===== src/wb_iob_params.svh =====
`ifndef WB_IOB_PARAMS_SVH
`define WB_IOB_PARAMS_SVH

// ==========================================================
// bus widths
// ==========================================================
`define WB_ADDR_W 32
`define WB_DATA_W 32
`define WB_SEL_W (`WB_DATA_W / 8)

// ==========================================================
// memory map
// ==========================================================
// sram word address, 1024 words
`define SRAM_AW 10
// byte address bit, high selects the register bank
`define REG_SEL_BIT 12

// read-only identity register
`define REG_ID_VAL 32'h0b1d_0001

`endif


===== src/wb_iob_pkg.sv =====
`include "wb_iob_params.svh"

package wb_iob_pkg;

   // ==========================================================
   // wishbone classic
   // ==========================================================
   typedef struct packed {
      logic [`WB_ADDR_W-1:0] addr;
      logic [ `WB_SEL_W-1:0] sel;
      logic                  we;
      logic                  cyc;
      logic                  stb;
      logic [`WB_DATA_W-1:0] data;
   } wb_req_t;

   typedef struct packed {
      logic                  ack;
      logic [`WB_DATA_W-1:0] data;
   } wb_rsp_t;

   // ==========================================================
   // iob native
   // ==========================================================
   // wstrb of zero means a read
   typedef struct packed {
      logic                  avalid;
      logic [`WB_ADDR_W-1:0] address;
      logic [`WB_DATA_W-1:0] wdata;
      logic [ `WB_SEL_W-1:0] wstrb;
   } iob_req_t;

   typedef struct packed {
      logic [`WB_DATA_W-1:0] rdata;
      logic                  rvalid;
      logic                  ready;
   } iob_rsp_t;

endpackage


===== src/iob_addr_decode.sv =====
`timescale 1ns/1ps

`include "wb_iob_params.svh"

module iob_addr_decode (
   // from the bridge
   input  wb_iob_pkg::iob_req_t iob_req_i,
   output wb_iob_pkg::iob_rsp_t iob_rsp_o,
   // sram target
   output wb_iob_pkg::iob_req_t sram_req_o,
   input  wb_iob_pkg::iob_rsp_t sram_rsp_i,
   // register bank target
   output wb_iob_pkg::iob_req_t reg_req_o,
   input  wb_iob_pkg::iob_rsp_t reg_rsp_i
);

   logic reg_sel;

   assign reg_sel = iob_req_i.address[`REG_SEL_BIT];

   // ==========================================================
   // request steering
   // ==========================================================
   always_comb begin
      sram_req_o        = iob_req_i;
      reg_req_o         = iob_req_i;
      sram_req_o.avalid = iob_req_i.avalid & ~reg_sel;
      reg_req_o.avalid  = iob_req_i.avalid & reg_sel;
   end

   // ==========================================================
   // response merge
   // ==========================================================
   // ready follows the addressed target
   assign iob_rsp_o.ready = reg_sel ? reg_rsp_i.ready : sram_rsp_i.ready;

   // read data is one cycle late, so pick by rvalid not by address
   assign iob_rsp_o.rvalid = sram_rsp_i.rvalid | reg_rsp_i.rvalid;
   assign iob_rsp_o.rdata  = reg_rsp_i.rvalid ? reg_rsp_i.rdata : sram_rsp_i.rdata;

   // only one request is in flight, so only one target may answer
   rvalid_onehot_a : assert final (
      !((sram_rsp_i.rvalid === 1'b1) && (reg_rsp_i.rvalid === 1'b1))
   );

endmodule


===== config.mk =====
export PLATFORM = sky130hd
export DESIGN_NAME = iob_addr_decode
export DESIGN_NICKNAME = d
export VERILOG_FILES = /design/src/wb_iob_pkg.sv /design/src/iob_addr_decode.sv
export VERILOG_INCLUDE_DIRS = /design/src
export SDC_FILE = /design/constraint.sdc
export NUM_CORES = 1
export LEC_CHECK = 0
export ABC_AREA = 1
export BUFFER_PORTS_ARGS = -buffer_cell sky130_fd_sc_hd__clkbuf_2
export CAP_MARGIN = 0
export CORE_AREA = 2 2 118 120
export DETAILED_ROUTE_END_ITERATION = 8
export DIE_AREA = 0 0 120 122
export PLACE_DENSITY = 0.57
export REMOVE_ABC_BUFFERS = 1
export SLEW_MARGIN = 15
export SYNTH_ARGS = -nofsm -noshare
export SYNTH_HDL_FRONTEND = slang
export SYNTH_SLANG_ARGS = --single-unit
export TNS_END_PERCENT = 50

===== constraint.sdc =====
create_clock -name vclk -period 0.8
set_input_delay 0.16 -clock vclk [all_inputs]
set_output_delay 0.16 -clock vclk [all_outputs]
set_load 0.05 [all_outputs]

==> metrics.cfg <==
[run_status]
status=complete, but fails checks
failed_checks=setup timing

[placed_design]
post-place-cells=400
hpwl_um=14000
port_buffers=108
gp_congestion=0.806

[synth]
syn_area_sq_mm=0.00149
yosys.area.top_type=buf_4
netlist_instances=249
seq_area_frac_synth_pct=0
synth_cell_types=7
yosys_warnings=0
synth_top_area_share_pct=70.0
synth.area.top_cells=buf_4, nand2_1, buf_6
syn_avg_cell_area_sq_um=5.99

[routing]
drt_iter0_drc=68
antenna_left=0
drc=0
drt_wl_total_um=15600
vias=1410
dr.pass1.iters=4
wire_per_inst_um=38.5
routed_via_density=3.48

[critical_path]
cp-end-kind=output port
path_cells=clkbuf_16, inv_16, clkbuf_16, nand2_2, nand2_2, buf_12
slowest_stage=clkbuf_16
start_kind=input port
slowest_delay_ns=0.15
cp.arrival_ns=0.81
cp_data_required_time_ns=0.64
critical_path_peak_fanout=5
critical_path_class=input port to output port

[power]
power_density_mw_per_mm2=846
fin_total_pwr_w=0.00162
power_leakage_nw=1.01
peakVddDrop_mv=0.259

[timing]
layout_setup_ws_ns=-0.174
slew_headroom_pct=81.7
rsz0062_at_grt=yes
hold_viol=0
final_max_slew_viol_count=0
fmax_mhz=1030
setup_violations=33
tightest_slew_ns=0.276
fin_crit_sh_pct=122
finalCriticalPeriod_ns=0.974

[finish]
drive_gt1_share_pct=76.6
stdcell_count=405
n_clock_buffer=0
seq_area_sq_um=0
nets=361
fill_cells=1557
nFlopsAndLatches=0
areaGrowthSynthToFinish_pct=28.5

[die]
dieWidth_um=120
row_count=43
core_sq_mm=0.0135
die_area_sq_mm=0.0146
die_h_um=122
io_pins=309
start_util_pct=11.0

[global_routing]
met2_usage_pct=32.9
grt_use_met1_pct=11.9
grt_max_degree=20
grt_overflow=0
antenna_found_initial=7
grtUsageTotal_pct=20.1
grt_busiest_layer=met2
met3_usage_pct=28.8
grt_pass1_vias=1273
grt_pass1_wl_um=18200

[hold_path]
min_from=iob_req_i[0]
holdPathEnd=reg_req_o[0]
hold_path.class=input port to output port
hold_depth=0

[flow_run]
maxCapViolations=0

[cts]
postCtsSetupBuffers=0

-- kinds of logic (layout without fill, tap and decap cells) --
logic type | Yosys count | count (layout) | share of synthesized area [%]
AND/OR/NAND/NOR | 102 | 102 | 25.8
buffers and inverters | 147 | 120 | 74.2
other | 0 | 3 | 0
-- stage by stage --
stage                     instance area [sq um]  hold slack (ns)  setup TNS [ns]  setup WS, ns  util (%)
final                                      1920            0.320           -4.83        -0.174      14.2
after global placement                     1430            0.321           -9.18        -0.323      10.6
after global routing                       1910            0.320           -5.86        -0.200      14.1
after floorplan                             403            0.320           -3.20        -0.186         -
after detailed placement                   1430            0.321           -9.73        -0.349      10.6
after CTS                                  1740            0.321           -5.24        -0.184      12.9
-- worst max-delay path by stage --
stage	startpoint	endpoint	slack, ns	cells after the start
floorplan	iob_req_i[68]	sram_req_o[68]	-0.19	2
global placement	reg_rsp_i[1]	iob_rsp_o[2]	-0.32	6
detailed placement	reg_rsp_i[1]	iob_rsp_o[2]	-0.35	6
CTS	reg_rsp_i[1]	iob_rsp_o[10]	-0.18	6
global route	reg_rsp_i[1]	iob_rsp_o[32]	-0.20	6
finish	reg_rsp_i[1]	iob_rsp_o[33]	-0.17	6
-- layout make-up --
class | count | area [sq um] | share of cell area [%]
well taps | 180 | 225 | 11.7
repair buffers | 116 | 1110 | 57.8
inverters | 4 | 31.3 | 1.63
multi-input cells | 102 | 546 | 28.5
diodes | 3 | 7.51 | 0.392
-- routing by layer --
metal | wire (um) | part of all wire [%]
met1 | 3360 | 22
met2 | 7130 | 46
met3 | 4460 | 29
met4 | 336 | 2.2
met5 | 296 | 1.9
-- cells in the final DEF (no fill, tap or decap) --
master	n
inv_16	1
nand2_1	48
buf_6	3
buf_16	1
clkbuf_4	2
diode_2	3
inv_1	3
or2_2	1
nand2_4	6
clkbuf_2	70
buf_4	2
buf_8	21
nand2_2	46
clkbuf_16	2
nor2_1	1
buf_12	15
-- worst max-delay path: cells and delay by family --
kind / cells / cell delay [ns]
and+or+nand+nor: 2 / 0.13
buffers and inverters: 4 / 0.52
-- Yosys cell counts (all sizes together) --
cell type	number
buf	143
nand2	100
inv	4
nor2	1
or2	1
-- what timing repair did --
item                                    CTS  global route
endpoints found under the setup margin   36            36
resized for setup                        75            63
endpoints found under the hold margin     0             0
gates cloned                              1             1
hold buffers                              0             0
pin swaps                                 0            11
-- report_power, final --
group	internal [W]	switching (W)
Combinational	0.000717	0.000904
Sequential	0	0
Clock	0.000000000504	0
(Power assumes the default switching activity.)
