===== config.mk =====
export PLATFORM = sky130hd
export DESIGN_NAME = wb_iob_bridge
export DESIGN_NICKNAME = d
export VERILOG_FILES = /design/src/wb_iob_pkg.sv /design/src/wb_iob_bridge.sv
export VERILOG_INCLUDE_DIRS = /design/src
export SDC_FILE = /design/constraint.sdc
export NUM_CORES = 1
export LEC_CHECK = 0
export BUFFER_PORTS_ARGS = -buffer_cell sky130_fd_sc_hd__buf_2
export CORE_MARGIN = 8
export CORE_UTILIZATION = 19
export DETAILED_ROUTE_END_ITERATION = 8
export PLACE_DENSITY = 0.78
export SLEW_MARGIN = 20
export SYNTH_ARGS = -nofsm -noshare
export SYNTH_HDL_FRONTEND = slang
export SYNTH_SLANG_ARGS = --single-unit

===== constraint.sdc =====
create_clock -name clk_i -period 0.8 [get_ports clk_i]
set_input_delay 0.16 -clock clk_i [delete_from_list [all_inputs] [get_ports clk_i]]
set_output_delay 0.16 -clock clk_i [all_outputs]
set_load 0.005 [all_outputs]

===== src/wb_iob_params.svh =====
`ifndef WB_IOB_PARAMS_SVH
`define WB_IOB_PARAMS_SVH

// ==========================================================
// bus widths
// ==========================================================
`define WB_ADDR_W 32
`define WB_DATA_W 32
`define WB_SEL_W (`WB_DATA_W / 8)

// ==========================================================
// memory map
// ==========================================================
// sram word address, 1024 words
`define SRAM_AW 10
// byte address bit, high selects the register bank
`define REG_SEL_BIT 12

// read-only identity register
`define REG_ID_VAL 32'h0b1d_0001

`endif


===== src/wb_iob_pkg.sv =====
`include "wb_iob_params.svh"

package wb_iob_pkg;

   // ==========================================================
   // wishbone classic
   // ==========================================================
   typedef struct packed {
      logic [`WB_ADDR_W-1:0] addr;
      logic [ `WB_SEL_W-1:0] sel;
      logic                  we;
      logic                  cyc;
      logic                  stb;
      logic [`WB_DATA_W-1:0] data;
   } wb_req_t;

   typedef struct packed {
      logic                  ack;
      logic [`WB_DATA_W-1:0] data;
   } wb_rsp_t;

   // ==========================================================
   // iob native
   // ==========================================================
   // wstrb of zero means a read
   typedef struct packed {
      logic                  avalid;
      logic [`WB_ADDR_W-1:0] address;
      logic [`WB_DATA_W-1:0] wdata;
      logic [ `WB_SEL_W-1:0] wstrb;
   } iob_req_t;

   typedef struct packed {
      logic [`WB_DATA_W-1:0] rdata;
      logic                  rvalid;
      logic                  ready;
   } iob_rsp_t;

endpackage


===== src/wb_iob_bridge.sv =====
`timescale 1ns/1ps

`include "wb_iob_params.svh"

module wb_iob_bridge (
   input  logic                clk_i,
   input  logic                rst_i,
   // wishbone slave side
   input  wb_iob_pkg::wb_req_t wb_req_i,
   output wb_iob_pkg::wb_rsp_t wb_rsp_o,
   // iob master side
   output wb_iob_pkg::iob_req_t iob_req_o,
   input  wb_iob_pkg::iob_rsp_t iob_rsp_i
);

   logic                  avalid;
   logic [ `WB_SEL_W-1:0] wstrb;
   logic                  wack;
   logic                  wack_q;
   logic                  ack;
   logic [`WB_DATA_W-1:0] data_mask;

   // ==========================================================
   // request side
   // ==========================================================
   // drop the request once acked so a held stb is not taken twice
   assign avalid = wb_req_i.cyc & wb_req_i.stb & ~ack;

   // reads carry no strobes
   assign wstrb = wb_req_i.we ? wb_req_i.sel : '0;

   assign iob_req_o.avalid  = avalid;
   assign iob_req_o.address = wb_req_i.addr;
   assign iob_req_o.wdata   = wb_req_i.data;
   assign iob_req_o.wstrb   = wstrb;

   // ==========================================================
   // acknowledge
   // ==========================================================
   // write accepted this cycle
   assign wack = iob_rsp_i.ready & avalid & (|wstrb);

   always_ff @(posedge clk_i) begin
      if (rst_i) begin
         wack_q <= 1'b0;
      end else begin
         wack_q <= wack;
      end
   end

   // reads ack on rvalid, writes one cycle after acceptance
   assign ack = wack_q | iob_rsp_i.rvalid;

   // ==========================================================
   // read data
   // ==========================================================
   always_comb begin
      for (int b = 0; b < `WB_SEL_W; b++) begin
         data_mask[8*b +: 8] = {8{wb_req_i.sel[b]}};
      end
   end

   assign wb_rsp_o.ack  = ack;
   assign wb_rsp_o.data = iob_rsp_i.rdata & data_mask;

   // ==========================================================
   // checks
   // ==========================================================
   // master must still own the bus when the ack comes back
   ack_needs_cyc_a : assert property (
      @(posedge clk_i) disable iff (rst_i)
      ack |-> wb_req_i.cyc
   );

   // a target answers only while the master is strobing
   rvalid_needs_stb_a : assert property (
      @(posedge clk_i) disable iff (rst_i)
      iob_rsp_i.rvalid |-> wb_req_i.stb
   );

endmodule


==> impl_metrics.json, run 1 <==
{
  "run_status": "finished with violations",
  "failed_checks": "setup timing",
  "synth.yosys.warnings": 0,
  "route.detailed.drc": 0,
  "port_buffers": 80,
  "finalCriticalPeriod_ns": 0.854,
  "groute.layer.met1.usage": 0.0649,
  "antenna_left": 0,
  "reg2reg_to": "wack_q",
  "grt_start_max_net_pins": 11,
  "die-height_um": 80.6,
  "drtIter0Drc": 7,
  "synth_area_leader_cell": "sky130_fd_sc_hd__buf_4",
  "core_region_area_um2": 4000,
  "worst-r2r-cell-count": 3,
  "setup.worst_path.start_class": "flop",
  "die_w_um": 80.6,
  "timing_worst_slew_pin_value_ns": 0.259,
  "placed_wire_length_estimate_um": 2600,
  "largest_register": "wack_q",
  "detail_route.first_pass.iterations": 3,
  "timing_max_transition_violations_final": 0,
  "area_growth_syn_to_fin_pct": 24.0,
  "clkSlewWorstSetupHoldPaths_ns": 0,
  "area_enclosed_by_the_die_boundary_um2": 6490,
  "drt-wirelength-per-cell_um": 16.6,
  "drive_gt1_frac": 0.852,
  "gr-max-usage-layer": "met2",
  "grt.overflow.total": 0,
  "placed_cell_area_um2": 782,
  "synth_seq_cells": 1,
  "hold-path-endpoint": "iob_req_o[14]",
  "largestRegisters": "wack_q: 1 flops",
  "power.total_uw": 514,
  "hold_path.startpoint": "wb_req_i[10]",
  "timing.slew.headroom": 0.827,
  "post_cts_hold_buffer_count": 0,
  "slowest_stage": "sky130_fd_sc_hd__dfxtp_1",
  "initial_core_util": 0.198,
  "layout.cells.non_filler": 178,
  "insertedDiodeCount": 0,
  "finalNetCount": 237,
  "cap_viol_max_count": 0,
  "timing.final.setup_violations": 3,
  "synth_cells": 109,
  "irDropWorstVdd_mv": 0.137,
  "synth_largest_type_area_fraction": 0.626,
  "clk-insertion-delay-late_ns": 0,
  "worst_ep_arrival_time_ns": 0.69,
  "grt_antenna_before_repair": 0,
  "yosys-top-cells-area": "sky130_fd_sc_hd__buf_4, sky130_fd_sc_hd__and2_1, sky130_fd_sc_hd__dfxtp_1",
  "largest_driver_fanout_on_the_critical_path": 3,
  "fillers": 442,
  "placement_rows": 23,
  "rsz0062_at_grt": "true",
  "hold_ws_ns": 0.320,
  "p_leak_nw": 0.563,
  "placed_cell_count": 176,
  "postSynthAreaPerCell_um2": 7.27,
  "detail_route.wirelength_um": 2960,
  "first_global_vias": 706,
  "reg2reg_from": "wack_q",
  "worst-r2r-setup-slack_ns": -0.05,
  "post_drt_via_cell_ratio": 3.98,
  "synthesis.area_um2": 792,
  "path_cells": "or2_4 -> nor2_2 -> buf_2",
  "grt_util_met2": 0.140,
  "grt_pass1_wl_um": 4020,
  "clock-skew-final_ns": 0,
  "criticalPathCategory": "flop to primary output",
  "number_of_flip_flops_under_the_largest_register_name": 1,
  "finalHoldViolCount": 0,
  "globalplace.congestion": 0.643,
  "seq_area_frac_synth": 0.0253,
  "final_design_area_no_fill_um2": 982,
  "synth.lib_cells_used.distinct": 9,
  "hold-path-cell-count": 0,
  "min_period_over_period": 1.07,
  "cellPowerDensity_nw_per_um2": 523,
  "max_stage_delay_ns": 0.28,
  "global_route_total_usage_across_every_layer": 0.0789,
  "holdCritPathClass": "input pin to primary output",
  "setup_slack_ns": -0.0542,
  "use_met3": 0.0368,
  "timing.fmax_ghz": 1.17,
  "ios": 209,
  "postSynthNetCount": 216,
  "crit_required_ns": 0.64,
  "dr_total_vias": 708,
  "critical_path.endpoint_type": "primary output"
}
per-layer routing:
layer  vias to the layer above  part of all wire
met5                         -                 0
met4                         0             0.071
met3                        34              0.18
met2                        74              0.49
met1                       296              0.26
li1                        304                 -
critical path: cells and delay by family, from the launching register on:
family / cells / cell delay (ns)
AND/OR/NAND/NOR: 2 / 0.30
flip-flops: 1 / 0.28
buffers and inverters: 1 / 0.11
repair_timing:
item	in CTS	in global routing
buffers inserted	1	0
cloned	1	0
gates resized for setup	15	32
setup endpoints to repair	27	21
kinds of logic after synthesis:
logic type	Yosys count	share of synthesized area
compound gates	1	0.0205
flops	1	0.0253
buf+inv	66	0.626
simple gates	41	0.329
power breakdown:
part           switching [mW]  total (mW)  internal (mW)
clock network               0           0              0
logic                   0.157       0.462          0.305
registers            0.000196      0.0516         0.0514
cells in the final DEF, fill, tap and decap left out:
cell type / instances
sky130_fd_sc_hd__and2_1: 16
sky130_fd_sc_hd__and2_4: 20
sky130_fd_sc_hd__buf_2: 63
sky130_fd_sc_hd__buf_4: 2
sky130_fd_sc_hd__buf_6: 19
sky130_fd_sc_hd__buf_8: 1
sky130_fd_sc_hd__dfxtp_1: 1
sky130_fd_sc_hd__nand2_1: 1
sky130_fd_sc_hd__nand2b_1: 1
sky130_fd_sc_hd__nor2_2: 1
sky130_fd_sc_hd__nor4_2: 1
sky130_fd_sc_hd__o41ai_4: 1
sky130_fd_sc_hd__or2_4: 1
cell type report:
type | instances | area [um^2] | area share
Timing Repair Buffer | 85 | 559 | 0.569
Multi-Input combinational cell | 42 | 340 | 0.346
Tap cell | 50 | 62.6 | 0.0637
Sequential cell | 1 | 20.0 | 0.0204
cell usage after synthesis:
cell                       instances
sky130_fd_sc_hd__buf_4            66
sky130_fd_sc_hd__and2_1           36
sky130_fd_sc_hd__dfxtp_1           1
sky130_fd_sc_hd__nand2_1           1
sky130_fd_sc_hd__nand2b_1          1
sky130_fd_sc_hd__nor2_1            1
sky130_fd_sc_hd__nor4_2            1
sky130_fd_sc_hd__o41ai_2           1
sky130_fd_sc_hd__or2_4             1
how the worst max path moves through the flow:
| stage | slack (ns) | depth (start not counted) | to | startpoint |
|---|---|---|---|---|
| floorplan | -0.05 | 3 | iob_req_o[68] | wack_q |
| global placement | -0.10 | 3 | iob_req_o[68] | wack_q |
| detailed placement | -0.1 | 3 | wack_q | wb_req_i[38] |
| CTS | -0.08 | 3 | iob_req_o[68] | wack_q |
| global route | -0.11 | 3 | iob_req_o[68] | wack_q |
| finish | -0.05 | 3 | iob_req_o[68] | wack_q |
stage by stage:
step | worst slack (ns) | utilization | setup TNS (ns)
after floorplan | -0.0464 | - | -0.0464
after global placement | -0.104 | 0.195 | -1.09
after detailed placement | -0.0975 | 0.195 | -1.24
after CTS | -0.0767 | 0.214 | -0.147
after global routing | -0.105 | 0.246 | -0.253
final | -0.0542 | 0.246 | -0.109
No activity file was read; power rests on OpenSTA's default activity.
==> run 2, diff against run 1 <==
- SETUP_SLACK_MARGIN: unset -> 0.02
==> run 2 against run 1 <==
The flow still finishes with violations (setup timing). Global-route usage up 0.18 points. Routed wire length up 4.4%. Sequential cell count unchanged. Clock skew unchanged. Largest cell class unchanged. Die area unchanged.
==> impl_metrics.json, run 2 (same netlist as run 1, synthesis figures left out) <==
{
  "run_status": "finished with violations",
  "failed_checks": "setup timing",
  "grt_antenna_before_repair": 0,
  "number_of_flip_flops_under_the_largest_register_name": 1,
  "antenna_left": 0,
  "critical_path_buf_inv_count": 1,
  "timing_worst_slew_pin_value_ns": 0.259,
  "p_leak_nw": 0.593,
  "grt.overflow.total": 0,
  "post_cts_hold_buffer_count": 0,
  "placed_wire_length_estimate_um": 2600,
  "path_cells": "or2_4 -> nor2_2 -> buf_2",
  "crit_required_ns": 0.64,
  "timing.fmax_ghz": 1.17,
  "cap_viol_max_count": 0,
  "detail_route.wirelength_um": 3090,
  "final_design_area_no_fill_um2": 1080,
  "multi_input_area_um2": 350,
  "finalCriticalPeriod_ns": 0.854,
  "finalNetCount": 238,
  "max_stage_delay_ns": 0.28,
  "placement_rows": 23,
  "detail_route.first_pass.iterations": 2,
  "power.total_uw": 573,
  "first_global_vias": 704,
  "grt_start_max_net_pins": 11,
  "hold_ws_ns": 0.320,
  "mostFrequentLayoutCell": "sky130_fd_sc_hd__buf_2",
  "initial_core_util": 0.198,
  "die_w_um": 80.6,
  "finalHoldViolCount": 0,
  "critical_path.endpoint_type": "primary output",
  "dr_total_vias": 709,
  "preCtsSetupSlack_ns": -0.0975,
  "die-height_um": 80.6,
  "area_enclosed_by_the_die_boundary_um2": 6490,
  "insertedDiodeCount": 0,
  "core_region_area_um2": 4000,
  "clk-insertion-delay-late_ns": 0,
  "timing_max_transition_violations_final": 0,
  "rsz0062_at_grt": "true",
  "cp_top_family": "simple AND/OR/NAND/NOR gates",
  "area_growth_syn_to_fin_pct": 36.0,
  "finished_core_util": 0.269,
  "timing.slew.headroom": 0.827,
  "largestRegisters": "wack_q: 1 flops",
  "drt-wirelength-per-cell_um": 17.3,
  "setup.worst_path.start_class": "flop",
  "post_drt_via_cell_ratio": 3.96,
  "criticalPathCategory": "flop to primary output",
  "largest_driver_fanout_on_the_critical_path": 3,
  "leading_cell_types_in_the_layout_fill_and_taps_excluded": "sky130_fd_sc_hd__buf_2, sky130_fd_sc_hd__buf_6, sky130_fd_sc_hd__and2_4",
  "drive_gt1_frac": 0.884,
  "holdCritPathClass": "input pin to primary output",
  "area.sequential_um2": 20.0,
  "drtIter0Drc": 6,
  "fillers": 431,
  "grt_pass1_wl_um": 4080,
  "setup_slack_ns": -0.0543,
  "placed_cell_area_um2": 782,
  "port_buffers": 80,
  "slowest_stage": "sky130_fd_sc_hd__dfxtp_1",
  "worst_ep_arrival_time_ns": 0.69,
  "clkSlewWorstSetupHoldPaths_ns": 0,
  "global_route_total_usage_across_every_layer": 0.0807,
  "clock-skew-final_ns": 0,
  "route.detailed.drc": 0,
  "min_period_over_period": 1.07,
  "irDropWorstVdd_mv": 0.136,
  "timing.final.setup_violations": 3,
  "globalplace.congestion": 0.643,
  "ios": 209,
  "cellPowerDensity_nw_per_um2": 532,
  "largest_register": "wack_q"
}
run 2: changes by cell type in the layout (fill, tap and decap cells not counted):
cell / previous run / this run
sky130_fd_sc_hd__and2_4: 20 / 24
sky130_fd_sc_hd__buf_2: 63 / 53
sky130_fd_sc_hd__buf_6: 19 / 29
sky130_fd_sc_hd__buf_8: 1 / 3
sky130_fd_sc_hd__buf_4: 2 / 1
sky130_fd_sc_hd__and2_1: 16 / 12
run 2: layout make-up:
| cell class | count | area share |
|---|---|---|
| multi-input cells | 42 | 0.325 |
| repair buffers | 86 | 0.598 |
| flip-flops and latches | 1 | 0.0186 |
| well taps | 50 | 0.0581 |
run 2: power breakdown:
group	leakage (nW)	switching [mW]	total (mW)	internal [mW]
Combinational	0.585	0.169	0.521	0.352
Clock	0	0	0	0
Sequential	0.00807	0.000196	0.0516	0.0514
Total	0.593	0.169	0.573	0.404
run 2: metrics by stage:
stage	setup TNS, ns	cells
5_1_grt	-0.245	179
6_report	-0.109	179
3_3_place_gp	-1.09	176
2_1_floorplan	-0.0464	109
3_5_place_dp	-1.24	176
4_1_cts	-0.147	178
run 2: timing repair:
action / in CTS / in global routing
cloned: 1 / 0
pin swaps: 1 / 1
gates resized for setup: 38 / 27
setup endpoints to repair: 33 / 26
buffers inserted: 1 / 1
run 2: metal layers:
layer | vias to the layer above | track usage | share of wire
li1 | 307 | - | -
met1 | 294 | 0.0662 | 0.26
met2 | 74 | 0.144 | 0.50
met3 | 34 | 0.0379 | 0.17
met4 | 0 | 0.0655 | 0.068
met5 | - | 0 | 0
run 2: final timing paths:
path / from / endpoint / slack, ns / depth (start not counted)
worst max-delay path: wack_q / iob_req_o[68] / -0.05 / 3
worst min-delay path: wb_req_i[10] / iob_req_o[14] / 0.32 / 0
worst max register to register: wack_q / wack_q / -0.05 / 3
worst min register to register: wack_q / wack_q / 0.61 / 3
==> run 3, diff against run 2 <==
- CORE_ASPECT_RATIO: unset -> 0.7
- GPL_ROUTABILITY_DRIVEN: unset -> 0
- MAX_ROUTING_LAYER: unset -> met4
==> run 3 against run 2 <==
The run still ends with setup timing left. Clock skew is the same. Critical endpoint is now wack_q. Worst setup slack lost 0.010 ns. Sequential cell count is the same. Die area grew 0.51%. Largest power group unchanged. Combinational power shrank 18%.
==> impl_metrics.json, run 3 (same netlist as run 1, synthesis figures left out) <==
{
  "run_status": "finished with violations",
  "failed_checks": "setup timing",
  "placed_cell_area_um2": 785,
  "timing_worst_slew_pin_value_ns": 0.307,
  "rsz0062_at_grt": "true",
  "global_route_total_usage_across_every_layer": 0.0781,
  "first_global_vias": 761,
  "clockPowerShare": 0,
  "area_enclosed_by_the_die_boundary_um2": 6520,
  "dr_total_vias": 693,
  "drt-wirelength-per-cell_um": 15.8,
  "cellPowerDensity_nw_per_um2": 506,
  "final_design_area_no_fill_um2": 943,
  "holdCritPathClass": "input pin to primary output",
  "placement_rows": 19,
  "power.total_uw": 477,
  "finalHoldViolCount": 0,
  "clk-insertion-delay-late_ns": 0,
  "critical_path.endpoint_type": "flop",
  "die-height_um": 70.0,
  "die_w_um": 93.2,
  "core_region_area_um2": 3970,
  "clock-skew-final_ns": 0,
  "cap_viol_max_count": 0,
  "drive_gt1_frac": 0.778,
  "insertedDiodeCount": 0,
  "leading_cell_types_in_the_layout_fill_and_taps_excluded": "sky130_fd_sc_hd__buf_2, sky130_fd_sc_hd__and2_1, sky130_fd_sc_hd__and2_4, sky130_fd_sc_hd__buf_6",
  "min_period_over_period": 1.08,
  "seq_power_share": 0.108,
  "largest_register": "wack_q",
  "finalCriticalPeriod_ns": 0.864,
  "layout.cells.non_filler": 178,
  "ios": 209,
  "irDropWorstVdd_mv": 0.195,
  "detail_route.wirelength_um": 2810,
  "setup_slack_ns": -0.0643,
  "timing.final.setup_violations": 3,
  "port_buffers": 80,
  "grt.overflow.total": 0,
  "finished_core_util": 0.238,
  "grt_antenna_before_repair": 0,
  "drtIter0Drc": 10,
  "route.detailed.drc": 0,
  "post_cts_hold_buffer_count": 0,
  "detail_route.first_pass.iterations": 4,
  "placed_cell_count": 178,
  "crit_required_ns": 0.67,
  "post_drt_via_cell_ratio": 3.89,
  "largest_driver_fanout_on_the_critical_path": 8,
  "timing_max_transition_violations_final": 0,
  "clkSlewWorstSetupHoldPaths_ns": 0,
  "p_leak_nw": 0.538,
  "net-switching-power_uw": 149,
  "finalNetCount": 235,
  "timing.fmax_ghz": 1.16,
  "power_frac_comb": 0.892,
  "mostFrequentLayoutCell": "sky130_fd_sc_hd__buf_2",
  "setup.worst_path.start_class": "input pin",
  "number_of_flip_flops_under_the_largest_register_name": 1,
  "criticalPathCategory": "input pin to flop",
  "timing.slew.headroom": 0.795,
  "grt_start_max_net_pins": 11,
  "initial_core_util": 0.199,
  "antenna_left": 0,
  "area_growth_syn_to_fin_pct": 19.1,
  "proportion_of_total_power_due_to_net_switching": 0.312,
  "largestRegisters": "wack_q: 1 flops",
  "worst_ep_arrival_time_ns": 0.74,
  "fillers": 447,
  "grt_pass1_wl_um": 4150,
  "internal-power_uw": 328
}
==> run 3: cell count changes in the layout (fill, tap and decap cells not counted), sizes merged <==
cell and change:
clkbuf +1, buf -4
==> run 3: repair_timing <==
action | 4_1_cts | 5_1_grt
setup buffers | 0 | 0
endpoints found under the setup margin | 12 | 14
resized for setup | 18 | 20
pin swaps | 2 | 2
==> run 3: worst max-delay path, cell delays in order <==
cell	delay, ns
sky130_fd_sc_hd__buf_12	0.11
sky130_fd_sc_hd__o41ai_4	0.39
sky130_fd_sc_hd__nor4_4	0.07
==> run 3: stage by stage <==
step | hold WS, ns | setup slack (ns) | setup TNS [ns]
global route | 0.320 | -0.0979 | -0.198
global placement | 0.320 | -0.0654 | -0.561
floorplan | 0.281 | -0.0464 | -0.0464
finish | 0.320 | -0.0643 | -0.120
detailed placement | 0.320 | -0.0822 | -0.652
CTS | 0.320 | -0.0767 | -0.146
==> run 3: area by class of cell <==
type	instances	area (um^2)	share of cell area
well taps	52	65.1	0.0690
flip-flops and latches	1	20.0	0.0212
repair buffers	83	532	0.564
multi-input cells	42	327	0.346
==> run 3: final timing paths <==
check,from,cells after the start,endpoint,slack (ns)
worst max-delay path,wb_req_i[38],3,wack_q,-0.06
worst min-delay path,wb_req_i[19],0,iob_req_o[23],0.32
worst max register to register,wack_q,3,wack_q,-0.04
worst min register to register,wack_q,3,wack_q,0.58
==> run 3: layer usage <==
| metal | vias to the layer above | wire length (um) | track usage |
|---|---|---|---|
| li1 | 301 | - | - |
| met1 | 276 | 918 | 0.0699 |
| met2 | 110 | 1260 | 0.116 |
| met3 | 6 | 613 | 0.0822 |
| met4 | 0 | 23 | 0.00890 |
| met5 | - | 0 | - |
==> run 3: power by group through the flow <==
stage | combinational, mW | clock (mW) | sequential, mW
4_1_cts | 0.378 | 0 | 0.0515
3_5_place_dp | 0.332 | 0 | 0.0515
3_3_place_gp | 0.327 | 0 | 0.0516
2_1_floorplan | 0.366 | 0 | 0.0515
5_1_grt | 0.465 | 0 | 0.0515
6_report | 0.426 | 0 | 0.0515
