[config.mk]
export PLATFORM = sky130hd
export DESIGN_NAME = iob_reg_bank
export DESIGN_NICKNAME = d
export VERILOG_FILES = /design/src/wb_iob_pkg.sv /design/src/iob_reg_bank.sv
export VERILOG_INCLUDE_DIRS = /design/src
export SDC_FILE = /design/constraint.sdc
export NUM_CORES = 1
export LEC_CHECK = 0
export BUFFER_PORTS_ARGS = -buffer_cell sky130_fd_sc_hd__buf_2
export CORE_ASPECT_RATIO = 0.5
export CORE_MARGIN = 3
export CORE_UTILIZATION = 40
export DETAILED_ROUTE_END_ITERATION = 7
export PLACE_DENSITY = 0.75
export SLEW_MARGIN = 30
export SYNTH_ARGS = -nofsm -noshare
export SYNTH_HDL_FRONTEND = slang
export SYNTH_SLANG_ARGS = --single-unit
[constraint.sdc]
create_clock -name clk_i -period 1.6 [get_ports clk_i]
set_input_delay 0.16 -clock clk_i [delete_from_list [all_inputs] [get_ports clk_i]]
set_output_delay 0.16 -clock clk_i [all_outputs]
set_load 0.01 [all_outputs]
[src/wb_iob_params.svh]
`ifndef WB_IOB_PARAMS_SVH
`define WB_IOB_PARAMS_SVH

// ==========================================================
// bus widths
// ==========================================================
`define WB_ADDR_W 32
`define WB_DATA_W 32
`define WB_SEL_W (`WB_DATA_W / 8)

// ==========================================================
// memory map
// ==========================================================
// sram word address, 1024 words
`define SRAM_AW 10
// byte address bit, high selects the register bank
`define REG_SEL_BIT 12

// read-only identity register
`define REG_ID_VAL 32'h0b1d_0001

`endif

[src/wb_iob_pkg.sv]
`include "wb_iob_params.svh"

package wb_iob_pkg;

   // ==========================================================
   // wishbone classic
   // ==========================================================
   typedef struct packed {
      logic [`WB_ADDR_W-1:0] addr;
      logic [ `WB_SEL_W-1:0] sel;
      logic                  we;
      logic                  cyc;
      logic                  stb;
      logic [`WB_DATA_W-1:0] data;
   } wb_req_t;

   typedef struct packed {
      logic                  ack;
      logic [`WB_DATA_W-1:0] data;
   } wb_rsp_t;

   // ==========================================================
   // iob native
   // ==========================================================
   // wstrb of zero means a read
   typedef struct packed {
      logic                  avalid;
      logic [`WB_ADDR_W-1:0] address;
      logic [`WB_DATA_W-1:0] wdata;
      logic [ `WB_SEL_W-1:0] wstrb;
   } iob_req_t;

   typedef struct packed {
      logic [`WB_DATA_W-1:0] rdata;
      logic                  rvalid;
      logic                  ready;
   } iob_rsp_t;

endpackage

[src/iob_reg_bank.sv]
`timescale 1ns/1ps

`include "wb_iob_params.svh"

module iob_reg_bank (
   input  logic                 clk_i,
   input  logic                 rst_i,
   input  wb_iob_pkg::iob_req_t req_i,
   output wb_iob_pkg::iob_rsp_t rsp_o
);

   // register index, byte address bits 3:2
   localparam logic [1:0] REG_IDENT   = 2'd0;
   localparam logic [1:0] REG_SCRATCH = 2'd1;
   localparam logic [1:0] REG_MASK    = 2'd2;
   localparam logic [1:0] REG_STATUS  = 2'd3;

   logic [             1:0] reg_idx;
   logic                    wr_en;
   logic                    rd_en;
   logic [`WB_DATA_W-1:0] scratch_q;
   logic [`WB_DATA_W-1:0] mask_q;
   logic [`WB_DATA_W-1:0] rd_mux;
   logic [`WB_DATA_W-1:0] rdata_q;
   logic                    rvalid_q;

   assign reg_idx = req_i.address[3:2];
   assign wr_en   = req_i.avalid & (|req_i.wstrb);
   assign rd_en   = req_i.avalid & ~(|req_i.wstrb);

   // ==========================================================
   // writable registers
   // ==========================================================
   // identity and status ignore writes
   always_ff @(posedge clk_i) begin
      if (rst_i) begin
         scratch_q <= '0;
         mask_q    <= '0;
      end else begin
         for (int b = 0; b < `WB_SEL_W; b++) begin
            if (wr_en && req_i.wstrb[b]) begin
               if (reg_idx == REG_SCRATCH) begin
                  scratch_q[8*b +: 8] <= req_i.wdata[8*b +: 8];
               end
               if (reg_idx == REG_MASK) begin
                  mask_q[8*b +: 8] <= req_i.wdata[8*b +: 8];
               end
            end
         end
      end
   end

   // ==========================================================
   // read path
   // ==========================================================
   always_comb begin
      case (reg_idx)
         REG_IDENT:   rd_mux = `REG_ID_VAL;
         REG_SCRATCH: rd_mux = scratch_q;
         REG_MASK:    rd_mux = mask_q;
         REG_STATUS:  rd_mux = scratch_q & mask_q;
         default:     rd_mux = '0;
      endcase
   end

   always_ff @(posedge clk_i) begin
      if (rd_en) begin
         rdata_q <= rd_mux;
      end
   end

   always_ff @(posedge clk_i) begin
      if (rst_i) begin
         rvalid_q <= 1'b0;
      end else begin
         rvalid_q <= rd_en;
      end
   end

   assign rsp_o.rdata  = rdata_q;
   assign rsp_o.rvalid = rvalid_q;
   assign rsp_o.ready  = 1'b1;

endmodule

==> results.sh, run 1 <==
export IMPL_number_of_cells_on_the_critical_path=1
export IMPL_cts_hold_fix_buffers=0
export IMPL_groute_usage_overall_pct=13.7
export IMPL_floorplan_die_height_um=79.7
export IMPL_netlist_area_leader_share_pct=30.0
export IMPL_cp_data_required_time_ns=1.44
export IMPL_cap_violations=0
export IMPL_endpoint_kind="primary output"
export IMPL_ys_seq_area_share_pct=52.1
export IMPL_unrepaired_setup_endpoints_after_global_routing="false"
export IMPL_worstReg2RegStart="scratch_q[11]"
export IMPL_grt_overflow_total=0
export IMPL_finalWorstPathRequiredPeriod_ns=1.08
export IMPL_utilization_pct=49.8
export IMPL_synth_yosys_warnings=0
export IMPL_hp_class="input port to register"
export IMPL_area_growth_syn_to_layout_pct=19.0
export IMPL_placeable_core_area_sq_um=10400
export IMPL_fp_dieArea_sq_um=12200
export IMPL_syn_cell_area_sq_um=4340
export IMPL_hold_worst_slack_ns=0.0993
export IMPL_route_detailed_vias_per_inst=4.65
export IMPL_cp_slowest_cell="sky130_fd_sc_hd__edfxtp_1"
export IMPL_clock_path_buffers=2
export IMPL_drt_pre_antenna_iters=4
export IMPL_most_common_layout_cells="96 x sky130_fd_sc_hd__nand2b_1, 73 x sky130_fd_sc_hd__buf_2, 65 x sky130_fd_sc_hd__dfxtp_1"
export IMPL_detailroute_via_count=2847
export IMPL_slew_violations=0
export IMPL_grt_pass1_wl_um=13400
export IMPL_max_clock_freq_ghz=0.923
export IMPL_end_point_of_the_most_critical_hold_path="scratch_q[13]"
export IMPL_postSynthRegisterBits=97
export IMPL_drt_iter0_markers=143
export IMPL_gp_routability_congestion=0.687
export IMPL_final_period_utilization_pct=67.7
export IMPL_setup_total_negative_slack_ns=0
export IMPL_timing_critical_path_max_delay_family="flip-flops"
export IMPL_worst_hold_startpoint="req_i[17]"
export IMPL_cts_setup_buffers=0
export IMPL_stdcell_area_sq_um=5170
export IMPL_cts_resized_gates=0
export IMPL_ios=105
export IMPL_cts_root_buffer_cell="sky130_fd_sc_hd__clkbuf_16"
export IMPL_port_buffers=73
export IMPL_grt_antenna_before_repair=0
export IMPL_report_final_setup_viol=0
export IMPL_synth_area_leader_cell="sky130_fd_sc_hd__dfxtp_1"
export IMPL_layout_cells_most_common="sky130_fd_sc_hd__nand2b_1"
export IMPL_detail_route_antenna_nets=0
export IMPL_n_antenna_cell=0
export IMPL_clock_slew_at_the_register_clock_pins_of_the_worst_setup_and_hold_paths_ns=0.07
export IMPL_rr_endpoint="rdata_q[11]"
export IMPL_worst_hold_path_num_cells=3
export IMPL_worst_r2r_setup_slack_ns=0.85
export IMPL_initial_core_util_pct=41.9
export IMPL_fin_total_pwr_mw=5.28
export IMPL_netlist_instances=397
export IMPL_crit_path_max_fanout=1
export IMPL_timing_critical_path_buf_inv=1
export IMPL_hpwl_um=5440
export IMPL_layout_drive_gt1_share_pct=22.9
export IMPL_setup_skew_ns=0.00622
export IMPL_worst_endpoint_arrival_ns=0.92
export IMPL_cts_htree_levels=3
export IMPL_power_per_cell_area_nw_per_um2=1020
export IMPL_p_leak_nw=2.14
export IMPL_crit_type="register to primary output"
export IMPL_run_status="complete, no violations"
export IMPL_netlist_cell_type_count=19
export IMPL_nets=538
export IMPL_cts_buffers=9
export IMPL_r2r_worst_path_cells=2
export IMPL_syn_mean_instance_area_sq_um=10.9
export IMPL_grt_start_max_net_pins=98
export IMPL_delay_contributed_by_the_slowest_stage_of_the_critical_path_ns=0.42
export IMPL_final_hold_viol_count=0
export IMPL_drcViolationCount=0
export IMPL_ir_worst_vdd_mv=0.450
export IMPL_crit_path_launch_type="register"
export IMPL_grt_pass1_vias=2796
export IMPL_detail_route_wl_per_cell_um=13.8
export IMPL_detail_route_wirelength_um=8440
export IMPL_cts_tree="yes"
export IMPL_yosys_top_cells_area="sky130_fd_sc_hd__dfxtp_1 30%, sky130_fd_sc_hd__edfxtp_1 22%, sky130_fd_sc_hd__mux2i_1 15%"
export IMPL_crit_chain="buf_2"
export IMPL_core_rows=26
export IMPL_die_width_um=153
export IMPL_placed_cell_area_sq_um=4840
export IMPL_postSynthNetCount=468
export IMPL_clkLatencyLatePin_ns=0.34
export IMPL_cts_sink_count=97
[how the worst max path moves through the flow]
stage	endpoint	startpoint
after global placement	rdata_q[24]	req_i[1]
final	rsp_o[24]	rdata_q[22]
after CTS	rsp_o[24]	rdata_q[22]
after global routing	rdata_q[24]	req_i[1]
after detailed placement	rdata_q[24]	req_i[1]
after floorplan	rdata_q[0]	req_i[1]
[report_power, final]
part | leakage (nW) | internal, mW | switching [mW]
clock | 0.164 | 1.39 | 0.894
sequential | 0.817 | 2.59 | 0.0196
combinational | 1.16 | 0.195 | 0.195
total | 2.14 | 4.17 | 1.11
[per-stage QoR]
step	setup WS [ns]	std cells
floorplan	0.260	397
global placement	0.242	596
detailed placement	0.197	596
CTS	0.514	612
global route	0.461	612
finish	0.516	612
[logic make-up after synthesis]
logic type	share of synthesized area (%)
simple gates	25.9
flops	52.1
mux	14.7
buf+inv	5.85
compound gates	1.38
other cells	0.0863
[layout make-up]
cell class	instances	area [sq um]
clock buffers	12	278
clock inverters	4	46.3
fillers	948	5210
inverters	16	60.1
multi-input cells	253	1830
flip-flops and latches	97	2260
well taps	140	175
repair buffers	90	518
[worst min-delay path, cell delays in order]
cell                       delay, ns
sky130_fd_sc_hd__buf_2          0.09
sky130_fd_sc_hd__nand2b_1       0.07
sky130_fd_sc_hd__mux2i_1        0.06
[metal layers]
layer	vias up	share of wire (%)	GRT usage [%]
met2	40	48	23.2
met1	1348	47	16.7
met4	0	1.4	4.58
met3	11	3.2	4.33
met5	-	0	0
li1	1448	-	-
[registers in the layout, summed over array words and instances (netlist names)]
signal	flops
rdata_q	32
mask_q	32
scratch_q	32
rvalid_q	1
[synth_stat cells]
cell,instances
sky130_fd_sc_hd__nor3_1,24
sky130_fd_sc_hd__nand2b_1,96
sky130_fd_sc_hd__buf_4,7
sky130_fd_sc_hd__a22oi_1,8
sky130_fd_sc_hd__nand4b_1,4
sky130_fd_sc_hd__and2_1,1
sky130_fd_sc_hd__nor4_1,1
sky130_fd_sc_hd__buf_6,6
sky130_fd_sc_hd__and3b_1,1
sky130_fd_sc_hd__buf_2,5
sky130_fd_sc_hd__inv_1,16
sky130_fd_sc_hd__dfxtp_1,65
sky130_fd_sc_hd__clkbuf_1,13
sky130_fd_sc_hd__conb_1,1
sky130_fd_sc_hd__and4b_1,4
sky130_fd_sc_hd__nor2_2,1
sky130_fd_sc_hd__mux2i_1,64
sky130_fd_sc_hd__nor2b_1,48
sky130_fd_sc_hd__edfxtp_1,32
(Power assumes the default switching activity.)
==> run 2, diff against run 1 <==
ABC_AREA = 1   (was default)
PLACE_DENSITY = 0.76   (was 0.75)
clock period = 0.94 ns   (was 1.6 ns; I/O delays follow)
==> run 2 against run 1 <==
Compared with the run above:
- the run now ends with setup timing left
- count of clock-buffer cells in the layout up 2
- die area down 10%
- synthesized cell count up 14%
- largest power group unchanged
==> results.sh, run 2 <==
export IMPL_placeable_core_area_sq_um=9070
export IMPL_busiest_layer="met2"
export IMPL_unrepaired_setup_endpoints_after_global_routing="true"
export IMPL_clkLatencyLatePin_ns=0.34
export IMPL_share_seq_of_total_power_pct=49.9
export IMPL_endpoint_kind="primary output"
export IMPL_hpwl_um=6140
export IMPL_grt_antenna_before_repair=0
export IMPL_detail_route_wl_per_cell_um=13.1
export IMPL_initial_core_util_pct=42.7
export IMPL_ir_worst_vdd_mv=0.856
export IMPL_die_width_um=145
export IMPL_slew_violations=0
export IMPL_fp_dieArea_sq_um=11000
export IMPL_timing_critical_path_max_delay_family="flip-flops"
export IMPL_layout_drive_gt1_share_pct=24.2
export IMPL_clock_path_buffers=2
export IMPL_placed_cell_area_sq_um=4580
export IMPL_synth_area_leader_cell="sky130_fd_sc_hd__dfxtp_1"
export IMPL_layout_cells_most_common="sky130_fd_sc_hd__nor2_1"
export IMPL_hold_worst_slack_ns=0.00579
export IMPL_nets=644
export IMPL_final_hold_viol_count=0
export IMPL_syn_cell_area_sq_um=3870
export IMPL_cts_buffers=9
export IMPL_hp_class="input port to register"
export IMPL_worst_endpoint_arrival_ns=0.90
export IMPL_synthMostInstantiatedCell="sky130_fd_sc_hd__nor2_1"
export IMPL_violations="setup timing"
export IMPL_ys_seq_area_share_pct=58.4
export IMPL_detailroute_via_count=3328
export IMPL_clock_slew_at_the_register_clock_pins_of_the_worst_setup_and_hold_paths_ns=0.07
export IMPL_cts_sink_count=97
export IMPL_syn_mean_instance_area_sq_um=8.53
export IMPL_grt_use_met1_pct=21.9
export IMPL_detail_route_antenna_nets=0
export IMPL_cap_violations=0
export IMPL_dominantRegCellSynth="sky130_fd_sc_hd__dfxtp_1"
export IMPL_cts_htree_levels=3
export IMPL_power_share_switching_pct=22.6
export IMPL_route_detailed_vias_per_inst=4.70
export IMPL_nFillCells=805
export IMPL_core_rows=24
export IMPL_area_growth_syn_to_layout_pct=32.5
export IMPL_netlist_cell_type_count=22
export IMPL_grt_pass1_vias=3222
export IMPL_stdcell_area_sq_um=5130
export IMPL_cell_internal_pwr_mw=6.96
export IMPL_cts_tree="yes"
export IMPL_detail_route_wirelength_um=9260
export IMPL_synth_yosys_warnings=0
export IMPL_share_comb_of_total_power_pct=8.5
export IMPL_yosys_top_cells_count="151 x sky130_fd_sc_hd__nor2_1, 65 x sky130_fd_sc_hd__dfxtp_1, 55 x sky130_fd_sc_hd__nand2_1, 48 x sky130_fd_sc_hd__o21ai_0, 32 x sky130_fd_sc_hd__edfxtp_1"
export IMPL_cp_data_required_time_ns=0.85
export IMPL_globalRouteMet2Util_pct=30.4
export IMPL_groute_usage_overall_pct=17.5
export IMPL_drt_pre_antenna_iters=4
export IMPL_setup_skew_ns=0.00607
export IMPL_registers_with_the_most_flip_flops="mask_q x32, rdata_q x32, scratch_q x32"
export IMPL_synth_async_reset_ratio_pct=0
export IMPL_power_per_cell_area_nw_per_um2=1750
export IMPL_postLayoutSetupSlackWorst_ns=-0.0503
export IMPL_delay_contributed_by_the_slowest_stage_of_the_critical_path_ns=0.39
export IMPL_netlist_area_leader_share_pct=33.6
export IMPL_report_final_setup_viol=7
export IMPL_finalWorstPathRequiredPeriod_ns=0.990
export IMPL_cts_setup_buffers=0
export IMPL_most_common_layout_cells="148 x sky130_fd_sc_hd__nor2_1, 73 x sky130_fd_sc_hd__buf_2, 65 x sky130_fd_sc_hd__dfxtp_1"
export IMPL_cts_root_buffer_cell="sky130_fd_sc_hd__clkbuf_16"
export IMPL_setup_total_negative_slack_ns=-0.164
export IMPL_crit_path_launch_type="register"
export IMPL_postSynthRegisterBits=97
export IMPL_final_period_utilization_pct=105
export IMPL_cp_slowest_cell="sky130_fd_sc_hd__edfxtp_1"
export IMPL_grt_start_max_net_pins=65
export IMPL_pwr_share_clk_pct=41.6
export IMPL_netlist_instances=454
export IMPL_global_route_usage_met3_pct=4.81
export IMPL_switching_power_mw=2.03
export IMPL_crit_path_max_fanout=1
export IMPL_grt_overflow_total=0
export IMPL_ios=105
export IMPL_crit_type="register to primary output"
export IMPL_grt_pass1_wl_um=15300
export IMPL_p_leak_nw=2.31
export IMPL_drcViolationCount=0
export IMPL_n_antenna_cell=0
export IMPL_synth_edff_count=32
export IMPL_postSynthNetCount=525
export IMPL_yosys_top_cells_area="sky130_fd_sc_hd__dfxtp_1 34%, sky130_fd_sc_hd__edfxtp_1 25%, sky130_fd_sc_hd__nor2_1 15%"
export IMPL_gp_routability_congestion=0.891
export IMPL_port_buffers=73
export IMPL_floorplan_die_height_um=75.6
export IMPL_timing_critical_path_buf_inv=1
export IMPL_max_clock_freq_ghz=1.01
export IMPL_drt_iter0_markers=265
export IMPL_crit_chain="buf_2"
export IMPL_run_status="complete, but fails checks"
export IMPL_cts_resized_gates=0
-- run 2: cell types whose count changed after synthesis, moves of 48 or more --
cell,delta
sky130_fd_sc_hd__mux2i_1,-64
sky130_fd_sc_hd__nand2_1,+55
sky130_fd_sc_hd__nand2b_1,-96
sky130_fd_sc_hd__nor2_1,+151
sky130_fd_sc_hd__nor2b_1,-48
sky130_fd_sc_hd__o21ai_0,+48
-- run 2: path summary, 6_finish.rpt --
| kind | start | end | slack [ns] | depth (start not counted) |
|---|---|---|---|---|
| worst max-delay path | rdata_q[3] | rsp_o[5] | -0.05 | 1 |
| worst min-delay path | req_i[30] | scratch_q[26] | 0.006 | 3 |
| worst max register to register | scratch_q[0] | rdata_q[0] | 0.13 | 2 |
| worst min register to register | mask_q[30] | mask_q[30] | 0.51 | 2 |
-- run 2: power by group through the flow --
stage               Clock [mW]  Combinational [mW]  Sequential [mW]
detailed placement           0               0.680             4.58
floorplan                    0               0.389             4.58
global route              3.95               0.852             4.50
global placement             0               0.669             4.58
finish                    3.74               0.765             4.49
CTS                       3.80               0.759             4.49
-- run 2: what timing repair did --
action,CTS,global route
hold endpoints to repair,32,1
setup endpoints to repair,25,32
hold buffers,23,1
gates cloned,0,0
-- run 2: metal layers --
metal | vias to the layer above | part of all wire [%]
li1 | 1691 | -
met1 | 1551 | 45
met2 | 78 | 48
met3 | 8 | 5.4
met4 | 0 | 1.3
met5 | - | 0
-- run 2: layout make-up --
type	instances	area [sq um]	area share, %
clock inverters	2	16.3	0.317
repair buffers	126	861	16.8
well taps	130	163	3.17
inverters	36	145	2.83
flip-flops and latches	97	2260	44.1
clock buffers	14	297	5.78
multi-input cells	303	1390	27.0
-- run 2: logic make-up after synthesis --
logic type | synth area share, %
AND/OR/NAND/NOR | 23.9
flip-flops | 58.4
AO/OA/AOI/OAI | 11.1
buffers and inverters | 6.49
other | 0.0968
-- run 2: metrics by stage --
stage	utilization (%)	total power, mW	setup WS [ns]	instances
finish	56.6	9.00	-0.0503	708
global route	56.6	9.30	-0.0972	708
CTS	56.5	9.05	-0.0725	707
detailed placement	50.5	5.26	-0.201	668
global placement	50.5	5.25	-0.172	668
floorplan	-	4.97	-0.262	454
==> run 3, diff against run 2 <==
clock period = 0.83 ns   (was 0.94 ns; I/O delays follow)
==> run 3 against run 2 <==
Compared with the run above:
- the flow still finishes with violations (setup timing)
- non-clock buffer count grew 5
- core utilization rose by 1.5 points
- flip-flop and latch count did not move
- clock power increased by 9.9%
- combinational power grew 23%
- die area is the same
- register-to-register slack worse by 0.11 ns
- critical endpoint is now rsp_o[20]
==> results.sh, run 3 (synthesized netlist as in run 2, its figures left out) <==
export IMPL_run_status="complete, but fails checks"
export IMPL_violations="setup timing"
export IMPL_rr_endpoint="rdata_q[24]"
export IMPL_setup_skew_ns=0.00347
export IMPL_grt_start_max_net_pins=65
export IMPL_report_final_setup_viol=33
export IMPL_utilization_pct=58.1
export IMPL_slew_violations=0
export IMPL_unrepaired_setup_endpoints_after_global_routing="true"
export IMPL_numPlacedInstances=670
export IMPL_port_buffers=73
export IMPL_end_point_of_the_most_critical_hold_path="mask_q[27]"
export IMPL_cts_htree_levels=3
export IMPL_max_clock_freq_ghz=1.02
export IMPL_grt_antenna_before_repair=1
export IMPL_grt_pass1_vias=2990
export IMPL_worst_r2r_setup_slack_ns=0.02
export IMPL_nFillCells=787
export IMPL_final_hold_viol_count=0
export IMPL_nets=650
export IMPL_fp_dieArea_sq_um=11000
export IMPL_place_worst_setup_slack_ns=-0.293
export IMPL_cp_data_required_time_ns=0.75
export IMPL_registers_with_the_most_flip_flops="mask_q x32, rdata_q x32, scratch_q x32"
export IMPL_detail_route_wirelength_um=9500
export IMPL_cp_slowest_cell="sky130_fd_sc_hd__edfxtp_1"
export IMPL_worst_hold_startpoint="req_i[31]"
export IMPL_stdcell_area_sq_um=5270
export IMPL_most_common_layout_cells="148 x sky130_fd_sc_hd__nor2_1, 71 x sky130_fd_sc_hd__buf_2, 65 x sky130_fd_sc_hd__dfxtp_1"
export IMPL_ios=105
export IMPL_clock_slew_at_the_register_clock_pins_of_the_worst_setup_and_hold_paths_ns=0.06
export IMPL_timing_critical_path_buf_inv=1
export IMPL_cts_tree="yes"
export IMPL_drcViolationCount=0
export IMPL_postLayoutSetupSlackWorst_ns=-0.150
export IMPL_crit_chain="buf_2"
export IMPL_die_width_um=145
export IMPL_area_taken_by_multi_input_logic_gates_sq_um=1480
export IMPL_route_detailed_vias_per_inst=4.73
export IMPL_drt_iter0_markers=260
export IMPL_power_per_cell_area_nw_per_um2=1920
export IMPL_finalNonFillerCells=714
export IMPL_cap_violations=0
export IMPL_crit_path_launch_type="register"
export IMPL_hp_class="input port to register"
export IMPL_groute_usage_overall_pct=16.7
export IMPL_grt_pass1_wl_um=14500
export IMPL_crit_path_max_fanout=1
export IMPL_area_growth_syn_to_layout_pct=36.0
export IMPL_cts_root_buffer_cell="sky130_fd_sc_hd__clkbuf_16"
export IMPL_setup_total_negative_slack_ns=-2.97
export IMPL_register_area_sq_um=2260
export IMPL_cts_sink_count=97
export IMPL_r2r_worst_path_cells=2
export IMPL_delay_contributed_by_the_slowest_stage_of_the_critical_path_ns=0.40
export IMPL_hpwl_um=6200
export IMPL_layout_drive_gt1_share_pct=28.1
export IMPL_endpoint_kind="primary output"
export IMPL_placed_cell_area_sq_um=4680
export IMPL_timing_critical_path_max_delay_family="flip-flops"
export IMPL_fin_total_pwr_mw=10.1
export IMPL_clkLatencyLatePin_ns=0.34
export IMPL_finalWorstPathRequiredPeriod_ns=0.980
export IMPL_worstReg2RegStart="mask_q[24]"
export IMPL_n_antenna_cell=0
export IMPL_detail_route_wl_per_cell_um=13.3
export IMPL_cts_buffers=9
export IMPL_worst_hold_path_num_cells=3
export IMPL_hold_worst_slack_ns=0.00800
export IMPL_layout_cells_most_common="sky130_fd_sc_hd__nor2_1"
export IMPL_floorplan_die_height_um=75.6
export IMPL_worst_endpoint_arrival_ns=0.90
export IMPL_drt_pre_antenna_iters=5
export IMPL_initial_core_util_pct=42.7
export IMPL_clock_path_buffers=2
export IMPL_p_leak_nw=2.34
export IMPL_core_rows=24
export IMPL_placeable_core_area_sq_um=9070
export IMPL_crit_type="register to primary output"
export IMPL_detailroute_via_count=3377
export IMPL_gp_routability_congestion=0.766
export IMPL_ir_worst_vdd_mv=1.19
export IMPL_detail_route_antenna_nets=0
export IMPL_final_period_utilization_pct=118
export IMPL_grt_overflow_total=0
## run 3: layer usage
| metal | track usage, % | part of all wire, % | vias up |
|---|---|---|---|
| li1 | - | - | 1705 |
| met1 | 21.7 | 46 | 1554 |
| met2 | 27.5 | 46 | 101 |
| met4 | 5.36 | 1.7 | 2 |
| met5 | 0 | 0.14 | - |
| met3 | 5.05 | 5.7 | 15 |
## run 3: area by class of cell
class	instances	share of cell area, %
flip-flops and latches	97	42.9
multi-input cells	304	28.1
repair buffers	131	17.2
clock buffers	12	4.68
well taps	130	3.09
inverters	36	2.99
clock inverters	4	0.973
## run 3: worst register-to-register path, stage by stage, from the launching register on
cell and delay (ns):
sky130_fd_sc_hd__dfxtp_1 0.33, sky130_fd_sc_hd__o22ai_2 0.19, sky130_fd_sc_hd__inv_1 0.05
## run 3: worst max path at each step
| stage | start | end | slack [ns] | cells past startpoint |
|---|---|---|---|---|
| after floorplan | req_i[1] | rdata_q[0] | -0.36 | 3 |
| after global placement | req_i[38] | scratch_q[26] | -0.26 | 8 |
| after detailed placement | req_i[39] | mask_q[22] | -0.29 | 6 |
| after CTS | rdata_q[18] | rsp_o[20] | -0.15 | 1 |
| after global routing | rdata_q[18] | rsp_o[20] | -0.18 | 1 |
| final | rdata_q[18] | rsp_o[20] | -0.15 | 1 |
## run 3: repair_timing
action / 4_1_cts / 5_1_grt
pin swaps: 0 / 5
hold endpoints to repair: 39 / 0
buffers inserted: 0 / 1
setup endpoints to repair: 33 / 58
hold buffers: 26 / 0
cloned: 0 / 1
gates resized for setup: 0 / 4
## run 3: where the power goes
group          internal [mW]  switching [mW]  total, mW
Sequential              5.03          0.0557       5.09
Clock                   2.43            1.69       4.11
Combinational          0.404           0.534      0.938
